`src/hdl/tlb_macros.svh`:
```
`ifndef TLB_MACROS_SVH
`define TLB_MACROS_SVH

// geometry
`define TLB_NWAY  4
`define TLB_NSET  8
`define TLB_IDX_W 5

// supported page sizes, log2 bytes
`define TLB_PS_4K 12
`define TLB_PS_4M 22

`endif

```
`src/hdl/tlb_pkg.sv`:
```
package tlb_pkg;

    // one stored entry, valid bit e lives in tlb_valid_ctrl
    typedef struct packed {
        logic [18:0] vppn;
        logic [5:0]  ps;
        logic        g;
        logic [9:0]  asid;
        // odd half
        logic [19:0] ppn1;
        logic [1:0]  plv1;
        logic [1:0]  mat1;
        logic        d1;
        logic        v1;
        // even half
        logic [19:0] ppn0;
        logic [1:0]  plv0;
        logic [1:0]  mat0;
        logic        d0;
        logic        v0;
    } tlb_entry_t;

    // invtlb operations
    typedef enum logic [4:0] {
        INV_ALL        = 5'd0,
        INV_ALL_ALT    = 5'd1,
        INV_GLOBAL     = 5'd2,
        INV_NONGLOBAL  = 5'd3,
        INV_ASID       = 5'd4,
        INV_ASID_PAGE  = 5'd5,
        INV_GASID_PAGE = 5'd6
    } tlb_inv_op_e;

endpackage

```
`src/hdl/tlb_search_stage.sv`:
```
`timescale 1ns/1ps
`include "tlb_macros.svh"

module tlb_search_stage (
    input  logic                   clk,
    input  logic                   reset_i,
    input  logic                   fetch_i,
    input  logic [18:0]            vppn_i,
    input  logic                   odd_page_i,
    input  logic [9:0]             asid_i,
    input  logic [`TLB_NWAY-1:0]   valid_i,
    input  tlb_pkg::tlb_entry_t    way_entry_i [`TLB_NWAY],
    output logic                   found_o,
    output logic [`TLB_IDX_W-1:0]  index_o,
    output logic [5:0]             ps_o,
    output logic [19:0]            ppn_o,
    output logic                   v_o,
    output logic                   d_o,
    output logic [1:0]             mat_o,
    output logic [1:0]             plv_o
);

    localparam int SET_W = $clog2(`TLB_NSET);
    localparam int WAY_W = $clog2(`TLB_NWAY);

    logic [`TLB_NWAY-1:0] match_c;
    logic [`TLB_NWAY-1:0] odd_c;
    logic [`TLB_NWAY-1:0] match_q;
    logic [`TLB_NWAY-1:0] odd_q;
    tlb_pkg::tlb_entry_t  entry_q [`TLB_NWAY];
    logic [SET_W-1:0]     set_q;
    logic [WAY_W-1:0]     hit_way;
    logic                 hit_odd;
    tlb_pkg::tlb_entry_t  hit_entry;

    // compare all ways of the addressed set
    always_comb begin
        for (int i = 0; i < `TLB_NWAY; i++) begin
            match_c[i] = 1'b0;
            odd_c[i]   = odd_page_i;
            if (way_entry_i[i].ps == 6'(`TLB_PS_4K)) begin
                match_c[i] = way_entry_i[i].vppn == vppn_i;
            end else if (way_entry_i[i].ps == 6'(`TLB_PS_4M)) begin
                match_c[i] = way_entry_i[i].vppn[18:9] == vppn_i[18:9];
                odd_c[i]   = vppn_i[8];  // 2MB halves
            end
            match_c[i] = match_c[i] && valid_i[i] &&
                         (way_entry_i[i].g || way_entry_i[i].asid == asid_i);
        end
    end

    always_ff @(posedge clk) begin
        if (reset_i) begin
            match_q <= '0;
        end else if (fetch_i) begin
            match_q <= match_c;
        end
    end

    always_ff @(posedge clk) begin
        if (fetch_i) begin
            odd_q   <= odd_c;
            entry_q <= way_entry_i;
            set_q   <= vppn_i[9 +: SET_W];
        end
    end

    // highest matching way wins
    always_comb begin
        hit_way = '0;
        for (int i = 0; i < `TLB_NWAY; i++) begin
            if (match_q[i]) hit_way = WAY_W'(i);
        end
    end

    assign hit_odd   = odd_q[hit_way];
    assign hit_entry = entry_q[hit_way];

    assign found_o = |match_q;
    assign index_o = {hit_way, set_q};
    assign ps_o    = hit_entry.ps;
    assign ppn_o   = hit_odd ? hit_entry.ppn1 : hit_entry.ppn0;
    assign v_o     = hit_odd ? hit_entry.v1   : hit_entry.v0;
    assign d_o     = hit_odd ? hit_entry.d1   : hit_entry.d0;
    assign mat_o   = hit_odd ? hit_entry.mat1 : hit_entry.mat0;
    assign plv_o   = hit_odd ? hit_entry.plv1 : hit_entry.plv0;

endmodule

```
`config.mk`:
```
export PLATFORM = sky130hd
export DESIGN_NAME = tlb_search_stage
export DESIGN_NICKNAME = d
export VERILOG_FILES = /design/src/hdl/tlb_pkg.sv /design/src/hdl/tlb_search_stage.sv
export VERILOG_INCLUDE_DIRS = /design/src /design/src/hdl
export SDC_FILE = /design/constraint.sdc
export NUM_CORES = 1
export LEC_CHECK = 0
export ABC_CLOCK_PERIOD_IN_PS = 2200
export BUFFER_PORTS_ARGS = -buffer_cell sky130_fd_sc_hd__buf_2
export CAP_MARGIN = 5
export CORE_AREA = 2 2 164 166
export CTS_BUF_LIST = sky130_fd_sc_hd__clkbuf_8
export CTS_CLUSTER_SIZE = 40
export DETAILED_ROUTE_END_ITERATION = 12
export DIE_AREA = 0 0 166 168
export GPL_ROUTABILITY_DRIVEN = 0
export PLACE_DENSITY = 0.66
export RECOVER_POWER = 50
export SYNTH_ARGS = -nofsm -noshare
export SYNTH_HDL_FRONTEND = slang
export SYNTH_SLANG_ARGS = --single-unit
```
`constraint.sdc`:
```
create_clock -name clk -period 2.2 [get_ports clk]
set_input_delay 0.22 -clock clk [delete_from_list [all_inputs] [get_ports clk]]
set_output_delay 0.22 -clock clk [all_outputs]
set_load 0.005 [all_outputs]
```
Word-level counts from Yosys, hierarchy flattened

Cells that the tools add are included.

Latch bits: 0
Bits in registers: 363
Output and inout port bits: 38
Memories kept: 0
ROM bits: 0
Memory bits (writable): 0

Reductions and logical operators: 13
Shift-type cells: 0
Mux-type cells: 29
Divide/modulo/power cells: 0
$lt $le $gt $ge: 2
Multiply operators: 0
Bitwise gates (word level): 1
Equality and inequality tests: 20
Add/subtract/negate cells: 0

Operators by type and width:

| operator           | count |
|---|---|
| $bmux 88 s2        | 1 |
| $mux 69            | 2 |
| $eq 10x10->1       | 8 |
| $eq 19x19->1       | 4 |
| $eq 6x4->1 const B | 4 |
| $eq 6x5->1 const B | 4 |
| $mux 1             | 20 |
| $mux 20            | 1 |
| $logic_and 1x1->1  | 8 |
| $mux 2             | 4 |
| $logic_or 1x1->1   | 4 |
| $reduce_or 4->1    | 1 |
| $ge 3x3->1 const B | 1 |
| $lt 2x3->1 const B | 1 |
| $not 2->3          | 1 |
| $bmux 1 s2         | 1 |

Longest topological paths before layout

Depth in word-level cells: 8
Mapped depth: 8

Least setup slack after synthesis

Ideal clock, no wire load.

Path kind: register to output
Start: reg match_q[1]
End: out ppn_o[0]
Path slack: 525 ps
Required time: 1980 ps
Arrival time: 1455 ps
Path buffers: 2
Stages on the path, launching flop included: 8
Cells stage by stage: dfxtp_1 > buf_2 > buf_2 > mux2i_1 > nor2_1 > a21oi_1 > o21ai_0 > a221o_1

Cells in the longest elaborated chain, start to end: 8

RTL lines:

| what                                       | line                   | text |
|---|---|---|
| start: declaration                         | tlb_search_stage.sv:28 | `` logic [`TLB_NWAY-1:0] match_q; `` |
| start signal: assignment                   | tlb_search_stage.sv:56 | `match_q <= match_c;` |
| $mux 1 *                                   | tlb_search_stage.sv:72 | `if (match_q[i]) hit_way = WAY_W'(i);` |
| $mux 2 * (2 in a row)                      | tlb_search_stage.sv:72 |  |
| $not 2->3 (not written as such)            | tlb_search_stage.sv:77 | `assign hit_entry = entry_q[hit_way];` |
| $bmux 88 s2                                | tlb_search_stage.sv:77 |  |
| $mux 69 (not written as such) (2 in a row) | tlb_search_stage.sv:77 |  |
| $mux 20 *                                  | tlb_search_stage.sv:82 | `assign ppn_o = hit_odd ? hit_entry.ppn1 : hit_entry.ppn0;` |
| end: declaration                           | tlb_search_stage.sv:16 | `output logic [19:0] ppn_o,` |

Every way passes the cells marked *; elsewhere a longest branch is shown, timed or not. The select of a mux whose other input is x is not followed.

Final worst setup path

Start: reg match_q[1]
End: out ppn_o[1]

Same word-level chain as after synthesis.

==> run metrics <==
outcome=finished with violations; failing checks=negative setup slack; critical path class=flop to output pin; Worst path slowest cell=dfxtp_4; Max Buffers Root-to-Sink=3; Max-Cap Viols=0; total CTS buffers=43; setup ws final=-0.320 ns; final hold viol count=0; dpl hpwl=25300 um; Worst VDD drop=0.544 mV; Worst-Margin Slew=1.23 ns; Rel. slew slack=18.0%; Worst R2R Path Depth=2; Hold Path Class=primary input to flop; synthesized area per cell=13.7 um^2; Reg area=around 7300 um^2; setup_tns=-6.84 ns; unrepaired setup endpoints after global routing=true; slowest cell delay on critical path=0.37 ns; Syn-to-layout area delta=58.8%; GRT Util Overall=between 20% and 30%; wire length of the first global-routing pass=around 56000 um; Pint=8.40 mW; initial antenna violation count=4; synthesized flop and latch total=between 200 and 250; R2R setup slack=between 1 and 1.5 ns; cells after synthesis=around 790; Flop pwr share=around half; main area contributors after synthesis=edfxtp_1 67%, xnor2_1 5.5%, mux2i_1 5.5%, xor2_1 3.9%, nor2_1 3.0%; Leak=6.78 nW; Required @ worst endpoint=between 1.5 and 2 ns; Top FF cell, synth=edfxtp_1; Final period util=115%; Crit Reg-Reg Endpoint=match_q[2]$_SDFFE_PP0P_; drt drc=0; drt first-iter violations=roughly 760; cell mode on critical path=buf_12; nets=roughly 1.9k; count of warnings emitted by yosys=0; footprint of the multi-input gates=3480 um^2; Placeable Area=approximately 26000 um^2; Sw Ratio=between 20% and 30%; Clock Latency Late Sink=0.53 ns; PwrDens=648 nW/um^2; vias in the first global route=10.0k; endpoint class of the critical path=output pin; synth unique cells=38; drt via density=5.06; via count=9469; fill count=1998; worst hold start=reset_i; Routed WL=38700 um; Setup Viol. Count Final=26; CP cell instances=buf_12, mux2i_2, o21ai_2, nand2b_4, buf_12, buf_12, buf_16, nor3_1, a221o_1, buf_2; Die X=about 170 um; hold depth=4; row cnt=60; ys async rst share=0%; initial core utilization=40.9%; total global routing overflow=0; largest net degree at the start of global routing=146; clock root buffer=clkbuf_8; Fmax achieved=397 MHz; wire length per cell=20.7 um; leading area contributor after synthesis=edfxtp_1; # IOs=427; number of flops mapped to enable cells by yosys=239; min cycle time layout=2.52 ns; die height=168 um; Startpoint Class=flop; Post-DRT Antenna Nets=0; Synth top cells by count=239 x edfxtp_1, 87 x nor2_1, 68 x xnor2_1; Clock Sinks=243; Combinational Power Share=14.6%; Max Slew Vio Count=0; net load switching power=~2.7 mW; CP arrival=roughly 2.3 ns; Yosys top cell area share=66.6%; layout cells sized above 1=a little over a third; htree depth=2; CTS clk-pin slew, worst paths=0.06 ns; die area=27900 um^2; Post-Syn Nets=about 1.2k; cell area after synthesis=10800 um^2; WHS Endpoint=match_q[0]$_SDFFE_PP0P_; top-count cell post-synth=edfxtp_1; Reg-to-Reg Start=match_q[2]$_SDFFE_PP0P_; 1st-pass router iterations=6; Crit Path Max Fanout=7; CTS tree=built; sequential fraction of the synthesis area=67.3%; Clock Power Share=between 30% and 40%; clock skew=0 ns; Worst Hold Margin=between 0.03 and 0.04 ns; Port Buffers=426
==> through the flow <==
stage               area [um^2]  std cells  setup slack (ns)  total power [mW]  utilization [%]
floorplan                 10800        785             0.525              6.09                -
global placement          13400       1530             0.105              6.80             51.0
detailed placement        13400       1530            0.0976              6.84             51.0
CTS                       16900       1862            -0.330              11.1             64.3
global route              17100       1872            -0.428              11.5             64.9
finish                    17100       1872            -0.320              11.1             64.9
==> what timing repair did <==
item	in CTS	in global routing
resized for setup	35	39
hold buffers	235	0
pin swaps	4	8
setup endpoints to repair	32	33
buffers inserted	16	3
endpoints found under the hold margin	235	0
cloned	5	3
==> critical path: cells and delay by family, from the launching register on <==
kind	cells	cell delay [ns]
compound gates	2	0.30
buf+inv	5	0.65
simple gates	2	0.29
mux	1	0.15
flops	1	0.37
==> sequential cells by signal (all words and copies together) (netlist names) <==
signal / count
odd_q: 4
set_q: 3
match_q: 4
entry_q: 232
==> per-layer routing <==
| metal | GRT usage (%) | vias to the layer above | part of all wire (%) |
|---|---|---|---|
| li1 | - | 4371 | - |
| met1 | 27.5 | 4506 | 34 |
| met2 | 51.5 | 495 | 54 |
| met3 | 5.67 | 97 | 7.2 |
| met4 | 12.0 | 0 | 4.5 |
| met5 | 0 | - | 0 |
==> power by group through the flow <==
stage                     sequential (mW)  combinational [mW]  clock (mW)
after floorplan                      5.65               0.442           0
after global placement               5.68                1.12           0
after detailed placement             5.70                1.14           0
after CTS                            5.60                1.59        3.90
after global routing                 5.64                1.74        4.13
final                                5.62                1.62        3.84
==> worst max-delay path by stage <==
stage                                        from  slack (ns)         to
after floorplan           match_q[1]$_SDFFE_PP0P_        0.53   ppn_o[0]
after global placement    match_q[1]$_SDFFE_PP0P_        0.10  ppn_o[12]
after detailed placement  match_q[1]$_SDFFE_PP0P_         0.1  ppn_o[12]
after CTS                 match_q[1]$_SDFFE_PP0P_       -0.33   mat_o[1]
after global routing      match_q[1]$_SDFFE_PP0P_       -0.43   ppn_o[1]
final                     match_q[1]$_SDFFE_PP0P_       -0.32   ppn_o[1]
==> cell families (layout without fill, tap and decap cells) <==
group / after synthesis / count (layout) / synth area share, %
mux: 63 / 63 / 5.90
buf+inv: 48 / 790 / 1.89
other cells: 0 / 4 / 0
compound gates: 130 / 130 / 7.56
xor+xnor: 116 / 116 / 9.43
simple gates: 185 / 185 / 7.87
flops: 243 / 243 / 67.3
==> layout make-up <==
| cell class | instances | area share, % |
|---|---|---|
| inverters | 1 | 0.0219 |
| flip-flops and latches | 243 | 42.5 |
| multi-input cells | 494 | 20.3 |
| well taps | 341 | 2.49 |
| repair buffers | 711 | 30.1 |
| clock buffers | 45 | 3.62 |
| diodes | 4 | 0.0585 |
| clock inverters | 33 | 0.943 |
==> cells in the final DEF, fill, tap and decap left out, drive strengths merged <==
cell	n
a221o	26
clkinv	17
and2	1
dlygate4sd3	235
nor3b	2
a21oi	58
bufinv	1
edfxtp	239
nor2b	2
a22o	2
nand2b	3
a21o	1
diode	4
nand4	12
xor2	48
or3b	1
clkbuf	86
inv	15
nor4	16
a31oi	2
mux2	4
o31ai	2
clkinvlp	1
o21ai	34
nor2	87
or4b	2
dfxtp	4
nand3b	2
or3	1
or2	1
mux2i	59
buf	435
a41oi	4
and3	2
xnor2	68
nand3	8
o22ai	1
nand2	38
nor3	5
nand4b	2
Power figures use the tool's default switching activity.
