`src/hdl/tlb_macros.svh`:
```
`ifndef TLB_MACROS_SVH
`define TLB_MACROS_SVH

// geometry
`define TLB_NWAY  4
`define TLB_NSET  8
`define TLB_IDX_W 5

// supported page sizes, log2 bytes
`define TLB_PS_4K 12
`define TLB_PS_4M 22

`endif

```
`src/hdl/tlb_pkg.sv`:
```
package tlb_pkg;

    // one stored entry, valid bit e lives in tlb_valid_ctrl
    typedef struct packed {
        logic [18:0] vppn;
        logic [5:0]  ps;
        logic        g;
        logic [9:0]  asid;
        // odd half
        logic [19:0] ppn1;
        logic [1:0]  plv1;
        logic [1:0]  mat1;
        logic        d1;
        logic        v1;
        // even half
        logic [19:0] ppn0;
        logic [1:0]  plv0;
        logic [1:0]  mat0;
        logic        d0;
        logic        v0;
    } tlb_entry_t;

    // invtlb operations
    typedef enum logic [4:0] {
        INV_ALL        = 5'd0,
        INV_ALL_ALT    = 5'd1,
        INV_GLOBAL     = 5'd2,
        INV_NONGLOBAL  = 5'd3,
        INV_ASID       = 5'd4,
        INV_ASID_PAGE  = 5'd5,
        INV_GASID_PAGE = 5'd6
    } tlb_inv_op_e;

endpackage

```
`src/hdl/tlb_valid_ctrl.sv`:
```
`timescale 1ns/1ps
`include "tlb_macros.svh"

module tlb_valid_ctrl (
    input  logic                                   clk,
    input  logic                                   reset_i,
    input  logic                                   we_i,
    input  logic [`TLB_IDX_W-1:0]                  w_index_i,
    input  logic                                   w_e_i,
    input  logic                                   inv_en_i,
    input  tlb_pkg::tlb_inv_op_e                   inv_op_i,
    input  logic [9:0]                             inv_asid_i,
    input  logic [18:0]                            inv_vppn_i,
    input  logic [$clog2(`TLB_NSET)-1:0]           r_set_i,
    input  tlb_pkg::tlb_entry_t                    m_entry_i [`TLB_NWAY],
    output logic [`TLB_NWAY*`TLB_NSET-1:0]         valid_o,
    output logic [$clog2(`TLB_NSET)-1:0]           m_set_o,
    output logic                                   inv_stall_o
);

    localparam int SET_W = $clog2(`TLB_NSET);
    localparam int WAY_W = $clog2(`TLB_NWAY);

    logic [`TLB_NWAY*`TLB_NSET-1:0] valid_q;
    logic [SET_W-1:0]               cnt_q;
    logic                           done_q;
    logic                           inv_step;
    logic [`TLB_NWAY-1:0]           clr;

    function automatic logic page_match(input tlb_pkg::tlb_entry_t ent,
                                        input logic [18:0] vppn);
        if (ent.ps == 6'(`TLB_PS_4K)) begin
            return ent.vppn == vppn;
        end
        return ent.vppn[18:9] == vppn[18:9];
    endfunction

    // one set per cycle until set 7 is done
    assign inv_step    = inv_en_i && !done_q;
    assign inv_stall_o = inv_step;
    assign m_set_o     = inv_en_i ? cnt_q : r_set_i;

    always_comb begin
        for (int i = 0; i < `TLB_NWAY; i++) begin
            case (inv_op_i)
                tlb_pkg::INV_ALL, tlb_pkg::INV_ALL_ALT: clr[i] = 1'b1;
                tlb_pkg::INV_GLOBAL:    clr[i] = m_entry_i[i].g;
                tlb_pkg::INV_NONGLOBAL: clr[i] = !m_entry_i[i].g;
                tlb_pkg::INV_ASID: begin
                    clr[i] = !m_entry_i[i].g && m_entry_i[i].asid == inv_asid_i;
                end
                tlb_pkg::INV_ASID_PAGE: begin
                    clr[i] = !m_entry_i[i].g && m_entry_i[i].asid == inv_asid_i &&
                             page_match(m_entry_i[i], inv_vppn_i);
                end
                tlb_pkg::INV_GASID_PAGE: begin
                    clr[i] = (m_entry_i[i].g || m_entry_i[i].asid == inv_asid_i) &&
                             page_match(m_entry_i[i], inv_vppn_i);
                end
                default: clr[i] = 1'b0;  // reserved ops
            endcase
        end
    end

    always_ff @(posedge clk) begin
        if (reset_i) begin
            cnt_q  <= '0;
            done_q <= 1'b0;
        end else if (!inv_en_i) begin
            cnt_q  <= '0;  // early drop restarts the walk
            done_q <= 1'b0;
        end else if (!done_q) begin
            cnt_q <= cnt_q + 1'b1;
            if (cnt_q == SET_W'(`TLB_NSET - 1)) begin
                done_q <= 1'b1;
            end
        end
    end

    always_ff @(posedge clk) begin
        if (reset_i) begin
            valid_q <= '0;
        end else if (we_i) begin
            valid_q[w_index_i] <= w_e_i;  // write beats an inv step
        end else if (inv_step) begin
            for (int i = 0; i < `TLB_NWAY; i++) begin
                if (clr[i]) valid_q[{WAY_W'(i), cnt_q}] <= 1'b0;
            end
        end
    end

    assign valid_o = valid_q;

endmodule

```
`config.mk`:
```
export PLATFORM = sky130hd
export DESIGN_NAME = tlb_valid_ctrl
export DESIGN_NICKNAME = d
export VERILOG_FILES = /design/src/hdl/tlb_pkg.sv /design/src/hdl/tlb_valid_ctrl.sv
export VERILOG_INCLUDE_DIRS = /design/src /design/src/hdl
export SDC_FILE = /design/constraint.sdc
export NUM_CORES = 1
export LEC_CHECK = 0
export BUFFER_PORTS_ARGS = -buffer_cell sky130_fd_sc_hd__buf_2
export CAP_MARGIN = 20
export CORE_AREA = 2 2 168 170
export DETAILED_ROUTE_END_ITERATION = 16
export DIE_AREA = 0 0 170 172
export SYNTH_ARGS = -nofsm -noshare
export SYNTH_HDL_FRONTEND = slang
export SYNTH_SLANG_ARGS = --single-unit
export TNS_END_PERCENT = 10
```
`constraint.sdc`:
```
create_clock -name clk -period 2.83 [get_ports clk]
set_input_delay 0 -clock clk [delete_from_list [all_inputs] [get_ports clk]]
set_output_delay 0 -clock clk [all_outputs]
set_load 0.02 [all_outputs]
```
[Word level (Yosys, flattened, before mapping)]
Cells that the tools add are included.
Word-level totals
  bits in latches: 0
  bits in registers: 36
  input bits: 399
  memories: 0
  memory bits (writable): 0
  bits in read-only memories: 0
  logic and storage cells: 142
Cells by class
  equality and inequality tests: 23
  multiplexer cells: 65
  shift-type cells: 0
  divide/modulo/power cells: 0
  reduce and logical (&&, ||, !) cells: 31
  multiply operators: 0
  add/subtract/negate cells: 1
  $lt $le $gt $ge: 10
  bitwise logic cells: 9
Operators with widths (count)
  32-bit 2-to-1 mux: 15
  32-bit AND: 4
  10-bit equality test: 8
  19-bit equality test: 4
  1-bit 2-to-1 mux: 39
  32-bit bitwise mux: 1
  16-bit inverter with 32-bit output: 1
  24-bit inverter with 32-bit output: 1
  32-bit inverter: 1
  8-bit inverter with 32-bit output: 1
  6-bit by 4-bit equality test with 1-bit output (second input constant): 4
  1-bit case mux with 6 select lines: 4
  1-bit logical AND: 18
  5-bit by 6-bit less-than comparator with 1-bit output (second input constant): 3
  5-bit by 3-bit equality test with 1-bit output (second input constant): 3
  5-bit by 1-bit >= comparator with 1-bit output (second input constant): 3
  1-bit demux with 3-bit select: 4
  5-bit by 2-bit equality test with 1-bit output (second input constant): 2
  3-bit by 6-bit less-than comparator with 1-bit output (second input constant): 1
  4-bit by 6-bit less-than comparator with 1-bit output (second input constant): 1
  1-bit demux with 5-bit select: 1
  5-bit by 1-bit equality test with 1-bit output (second input constant): 1
  1-bit logical NOT: 5
  5-bit logical NOT: 1
  9 further kinds: 13

[Depth between registers and ports, before layout]
  depth after elaboration: 25
  gate-level depth with buffers: 8
  mapped depth without buffers: 6

[Worst setup path before layout]
Ideal clock, no wire load.
  kind: register -> register
  from: reg done_q
  to: reg valid_q[19], in the netlist valid_o[19]
  cell stages (with the launch flop): 9
  arrival time: 2101 ps
  setup slack: 663 ps
  buffers on the path: 2
  clock period less this slack: 2167 ps
  required time: 2764 ps
  setup time: 66 ps
  path through: dfxtp_1 > buf_6 > or4b_4 > nor4b_4 > nand4_1 > a211o_1 > buf_6 > a31o_1 > a21oi_2
On the way
  word-level cells in the longest chain between the ends: 3
Ends and longest elaborated chain
  start: declaration: RTL line tlb_valid_ctrl.sv:26  | logic done_q;
  start signal: assignment: RTL line tlb_valid_ctrl.sv:68  | done_q <= 1'b0;
  start signal: assignment: RTL line tlb_valid_ctrl.sv:71  | done_q <= 1'b0;
  start signal: assignment: RTL line tlb_valid_ctrl.sv:75  | done_q <= 1'b1;
  1-bit logical NOT
  1-bit logical AND: RTL line tlb_valid_ctrl.sv:39  | assign inv_step = inv_en_i && !done_q;
  2-bit nonzero test (no source line)
  end signal: indexed assignment: RTL line tlb_valid_ctrl.sv:84  | valid_q[w_index_i] <= w_e_i;
  end: declaration: RTL line tlb_valid_ctrl.sv:24  | logic [`TLB_NWAY*`TLB_NSET-1:0] valid_q;
No other way between the ends.
A chain may end at the register's enable or synchronous reset.

[Final worst setup path]
  from: reg done_q
  to: reg valid_q[4], in the netlist valid_o[4]
The elaborated chain is that of the path after synthesis.

==> flow_results.xml <==
<?xml version="1.0" encoding="UTF-8"?>
<metrics>
  <group name="power_and_ir_drop">
    <metric name="comb_power_share" unit="%">31.5</metric>
    <metric name="max-vdd-ir-drop" unit="mV">0.182</metric>
    <metric name="power-per-cell-area" unit="nW/µm²">303</metric>
    <metric name="power.switching" unit="µW">532</metric>
    <metric name="sequentialPowerShare" unit="%">31.2</metric>
    <metric name="leakagePower" unit="µW">0.00250</metric>
    <metric name="p_int" unit="µW">1160</metric>
    <metric name="power_switching_share" unit="%">31.3</metric>
    <metric name="pwr-share-clk" unit="%">37.3</metric>
  </group>
  <group name="clock_network">
    <metric name="clock_pin_slew_on_the_worst_setup_and_hold_paths" unit="ps">60</metric>
    <metric name="clk_root_buffer_cell" unit="">clkbuf_16</metric>
    <metric name="clock_tree.htree_level_count" unit="">2</metric>
    <metric name="post_cts_buffers" unit="">0</metric>
    <metric name="clock_path_buffers" unit="">2</metric>
    <metric name="numCtsBuffers" unit="">5</metric>
    <metric name="post_cts_resize_count" unit="">0</metric>
    <metric name="clock_sink_count" unit="">36</metric>
    <metric name="cts-hold-fix-buffers" unit="">0</metric>
    <metric name="cts_tree" unit="">done</metric>
    <metric name="clkLatencyLatePin" unit="ps">280</metric>
  </group>
  <group name="place">
    <metric name="routabilityCongestion" unit="">0.801</metric>
    <metric name="buffer_ports.inserted" unit="">226</metric>
    <metric name="dp_hpwl" unit="mm">16.8</metric>
    <metric name="postPlaceCellArea" unit="µm²">5420</metric>
    <metric name="post_placement_cell_count" unit="">1070</metric>
  </group>
  <group name="synth">
    <metric name="asyncSetResetFlopFracSynth" unit="%">0</metric>
    <metric name="ys_dominant_reg_cell" unit="">dfxtp_1</metric>
    <metric name="synth_edf_count" unit="">0</metric>
    <metric name="synth.distinct_cells" unit="">39</metric>
    <metric name="syn_area" unit="µm²">3890</metric>
    <metric name="synthesis.instances" unit="">515</metric>
    <metric name="number_of_storage_elements_in_the_synthesis_netlist" unit="">36</metric>
    <metric name="syn-num-nets" unit="">916</metric>
    <metric name="seq_area_frac_synth" unit="%">18.5</metric>
    <metric name="post_synth.cell_area_avg" unit="µm²">7.55</metric>
    <metric name="synth-warning-count" unit="">0</metric>
  </group>
  <group name="setup_path">
    <metric name="worst_ep_arrival_time" unit="ps">2750</metric>
    <metric name="worst_setup_path_start_kind" unit="">flip-flop</metric>
    <metric name="cp-startpoint" unit="">done_q$_SDFF_PP0_</metric>
    <metric name="critical_path_required" unit="ps">3040</metric>
    <metric name="r2r_slack" unit="ps">300</metric>
    <metric name="setup.worst_path.class" unit="">reg2reg</metric>
    <metric name="timing.reg2reg.worst_path_depth" unit="">6</metric>
    <metric name="crit_path_end_kind" unit="">flip-flop</metric>
    <metric name="reg_to_reg_start" unit="">done_q$_SDFF_PP0_</metric>
    <metric name="worst_setup_path_endpoint" unit="">valid_o[4]$_SDFFE_PP0P_</metric>
    <metric name="cp_max_fo" unit="">16</metric>
    <metric name="timing.rr.end" unit="">valid_o[4]$_SDFFE_PP0P_</metric>
  </group>
  <group name="cells_and_area">
    <metric name="fillers" unit="">3108</metric>
    <metric name="layoutNonFillerInstCount" unit="">1083</metric>
    <metric name="multi_input_logic_area" unit="µm²">3020</metric>
    <metric name="regArea" unit="µm²">721</metric>
    <metric name="layout.nets" unit="">1134</metric>
    <metric name="drive_above_1_share" unit="%">39.0</metric>
    <metric name="finish.instance_area" unit="µm²">5610</metric>
    <metric name="synth_to_layout_area_growth" unit="%">44.3</metric>
  </group>
  <group name="global_routing">
    <metric name="grt_max_degree" unit="">34</metric>
    <metric name="global_route_wire_length_before_repair" unit="mm">28.5</metric>
    <metric name="grtUsageTotal" unit="%">13.4</metric>
    <metric name="grt_antenna_before_repair" unit="">5</metric>
    <metric name="via_count_of_the_first_global_routing_pass" unit="">4560</metric>
    <metric name="grt.overflow.total" unit="">0</metric>
  </group>
  <group name="sta">
    <metric name="setup-tns-final" unit="ps">0</metric>
    <metric name="rsz0062_at_grt" unit="">false</metric>
    <metric name="finalClockSkew" unit="ps">3.22</metric>
    <metric name="max_slew_margin" unit="%">43.7</metric>
    <metric name="timing.final.max_slew_violations" unit="">0</metric>
    <metric name="final-setup-viol-count" unit="">0</metric>
    <metric name="period_minus_slack" unit="ps">2530</metric>
    <metric name="finalHoldViolCount" unit="">0</metric>
    <metric name="fmax" unit="MHz">395</metric>
    <metric name="actual_transition_at_the_worst_max_transition_pin" unit="ps">842</metric>
    <metric name="fin_crit_sh" unit="%">89.5</metric>
  </group>
  <group name="route">
    <metric name="dr.pass1.iters" unit="">5</metric>
    <metric name="dr_total_vias" unit="">4773</metric>
    <metric name="detail-route-antenna-nets" unit="">0</metric>
    <metric name="first_iter_violations" unit="">331</metric>
    <metric name="postRouteWirelength" unit="mm">20.1</metric>
    <metric name="drc" unit="">0</metric>
    <metric name="viasPerCell" unit="">4.41</metric>
    <metric name="wl_per_cell" unit="µm">18.5</metric>
  </group>
  <group name="floorplan">
    <metric name="placementRows" unit="">61</metric>
    <metric name="fp.dieW" unit="µm">170</metric>
    <metric name="die_height" unit="µm">172</metric>
    <metric name="initial_cell_density_of_the_core" unit="%">14.1</metric>
    <metric name="core" unit="µm²">27500</metric>
    <metric name="design.die.area" unit="µm²">29200</metric>
    <metric name="boundaryPins" unit="">435</metric>
  </group>
  <group name="status">
    <metric name="run_status" unit="">finished, final reports clean</metric>
  </group>
  <group name="run">
    <metric name="maxcap_violations" unit="">0</metric>
  </group>
  <group name="worst_hold_path">
    <metric name="min-delay-path-class" unit="">in2reg</metric>
  </group>
</metrics>
## metrics by stage
| stage | total power [µW] | utilization (%) | hold WS [ps] | setup WS (ps) |
|---|---|---|---|---|
| floorplan | 782 | - | 173 | 663 |
| global placement | 1070 | 19.7 | 349 | 339 |
| detailed placement | 1080 | 19.7 | 348 | 328 |
| CTS | 1710 | 20.3 | 192 | 310 |
| global route | 1780 | 20.4 | 214 | 191 |
| finish | 1700 | 20.4 | 181 | 297 |
## cell usage after synthesis (all sizes together) (2+ instances only)
master	count	area, µm²
and2	3	18.8
buf	5	37.5
and4	3	26.3
xnor2	26	228
dfxtp	36	721
or4	3	22.5
nand4	8	50.1
inv	4	15.0
clkbuf	25	93.8
o21ai	4	20.0
a31oi	7	43.8
nand3	36	180
o211ai	3	37.5
a31o	35	307
nor2	31	116
a21oi	70	358
xor2	96	841
and3b	2	17.5
nand2	37	139
mux2i	2	20.0
and3	2	12.5
mux2	3	33.8
nand2b	2	12.5
nor3b	3	22.5
nor4	17	106
a22oi	32	240
nor3	10	50.1
ha	2	25.0
## logic make-up (layout without fill, tap and decap cells)
kind of cell,Yosys count,in the layout,synth area share (%)
AO/OA/AOI/OAI,153,153,26.5
XOR/XNOR,122,122,27.5
adder cells (fa/ha/maj),2,2,0.644
buffers and inverters,34,253,3.77
flip-flops,36,36,18.5
multiplexers,5,5,1.38
other,0,3,0
AND/OR/NAND/NOR,163,163,21.7
## how the worst min path moves through the flow
stage / startpoint / end / slack (ps) / cells after the start
6_report: inv_en_i / cnt_q[2]$_SDFFE_PP0N_ / 180 / 3
5_1_grt: inv_en_i / done_q$_SDFF_PP0_ / 210 / 3
4_1_cts: inv_en_i / done_q$_SDFF_PP0_ / 190 / 3
3_5_place_dp: r_set_i[2] / m_set_o[2] / 350 / 3
3_3_place_gp: r_set_i[2] / m_set_o[2] / 350 / 3
2_1_floorplan: inv_en_i / inv_stall_o / 170 / 1
## worst max-delay path: stages (launching register included)
cell and delay [ps]:
dfxtp_1 310, or4b_4 560, nor4b_4 410, and4_1 340, o211ai_2 350, a31o_2 360, a21oi_1 120
## power groups by stage
stage	clock, µW	combinational (µW)	sequential [µW]
after detailed placement	0	540	539
final	633	535	528
after CTS	641	542	528
after global placement	0	532	539
after global routing	665	588	529
after floorplan	0	239	543
## state kept, by name, indices dropped and copies added, names as in the netlist
name	cells
done_q	1
valid_o	32
cnt_q	3
## cell type report
cell class	instances	area share [%]
clock buffers	6	2.30
clock inverters	2	0.625
multi-input cells	445	53.8
well taps	346	7.72
flip-flops and latches	36	12.9
repair buffers	241	22.2
inverters	4	0.268
diodes	3	0.134
## per-layer routing
layer / up-vias / GRT usage [%] / part of all wire [%]
met5: - / 0 / 0.090
met4: 4 / 2.45 / 1.4
met3: 21 / 2.88 / 7.0
met2: 211 / 22.1 / 45
met1: 2209 / 18.0 / 46
li1: 2328 / - / -
## layout by cell type (no fill, tap or decap), types with 17 or more instances in the layout
cell	n
a21oi_1	68
a22oi_1	32
a31o_2	27
buf_2	226
dfxtp_1	36
nand2_1	37
nand3_1	36
nor2_1	31
nor4_1	17
xnor2_1	26
xor2_1	96
Note: power is estimated with default switching activity, not from simulation.
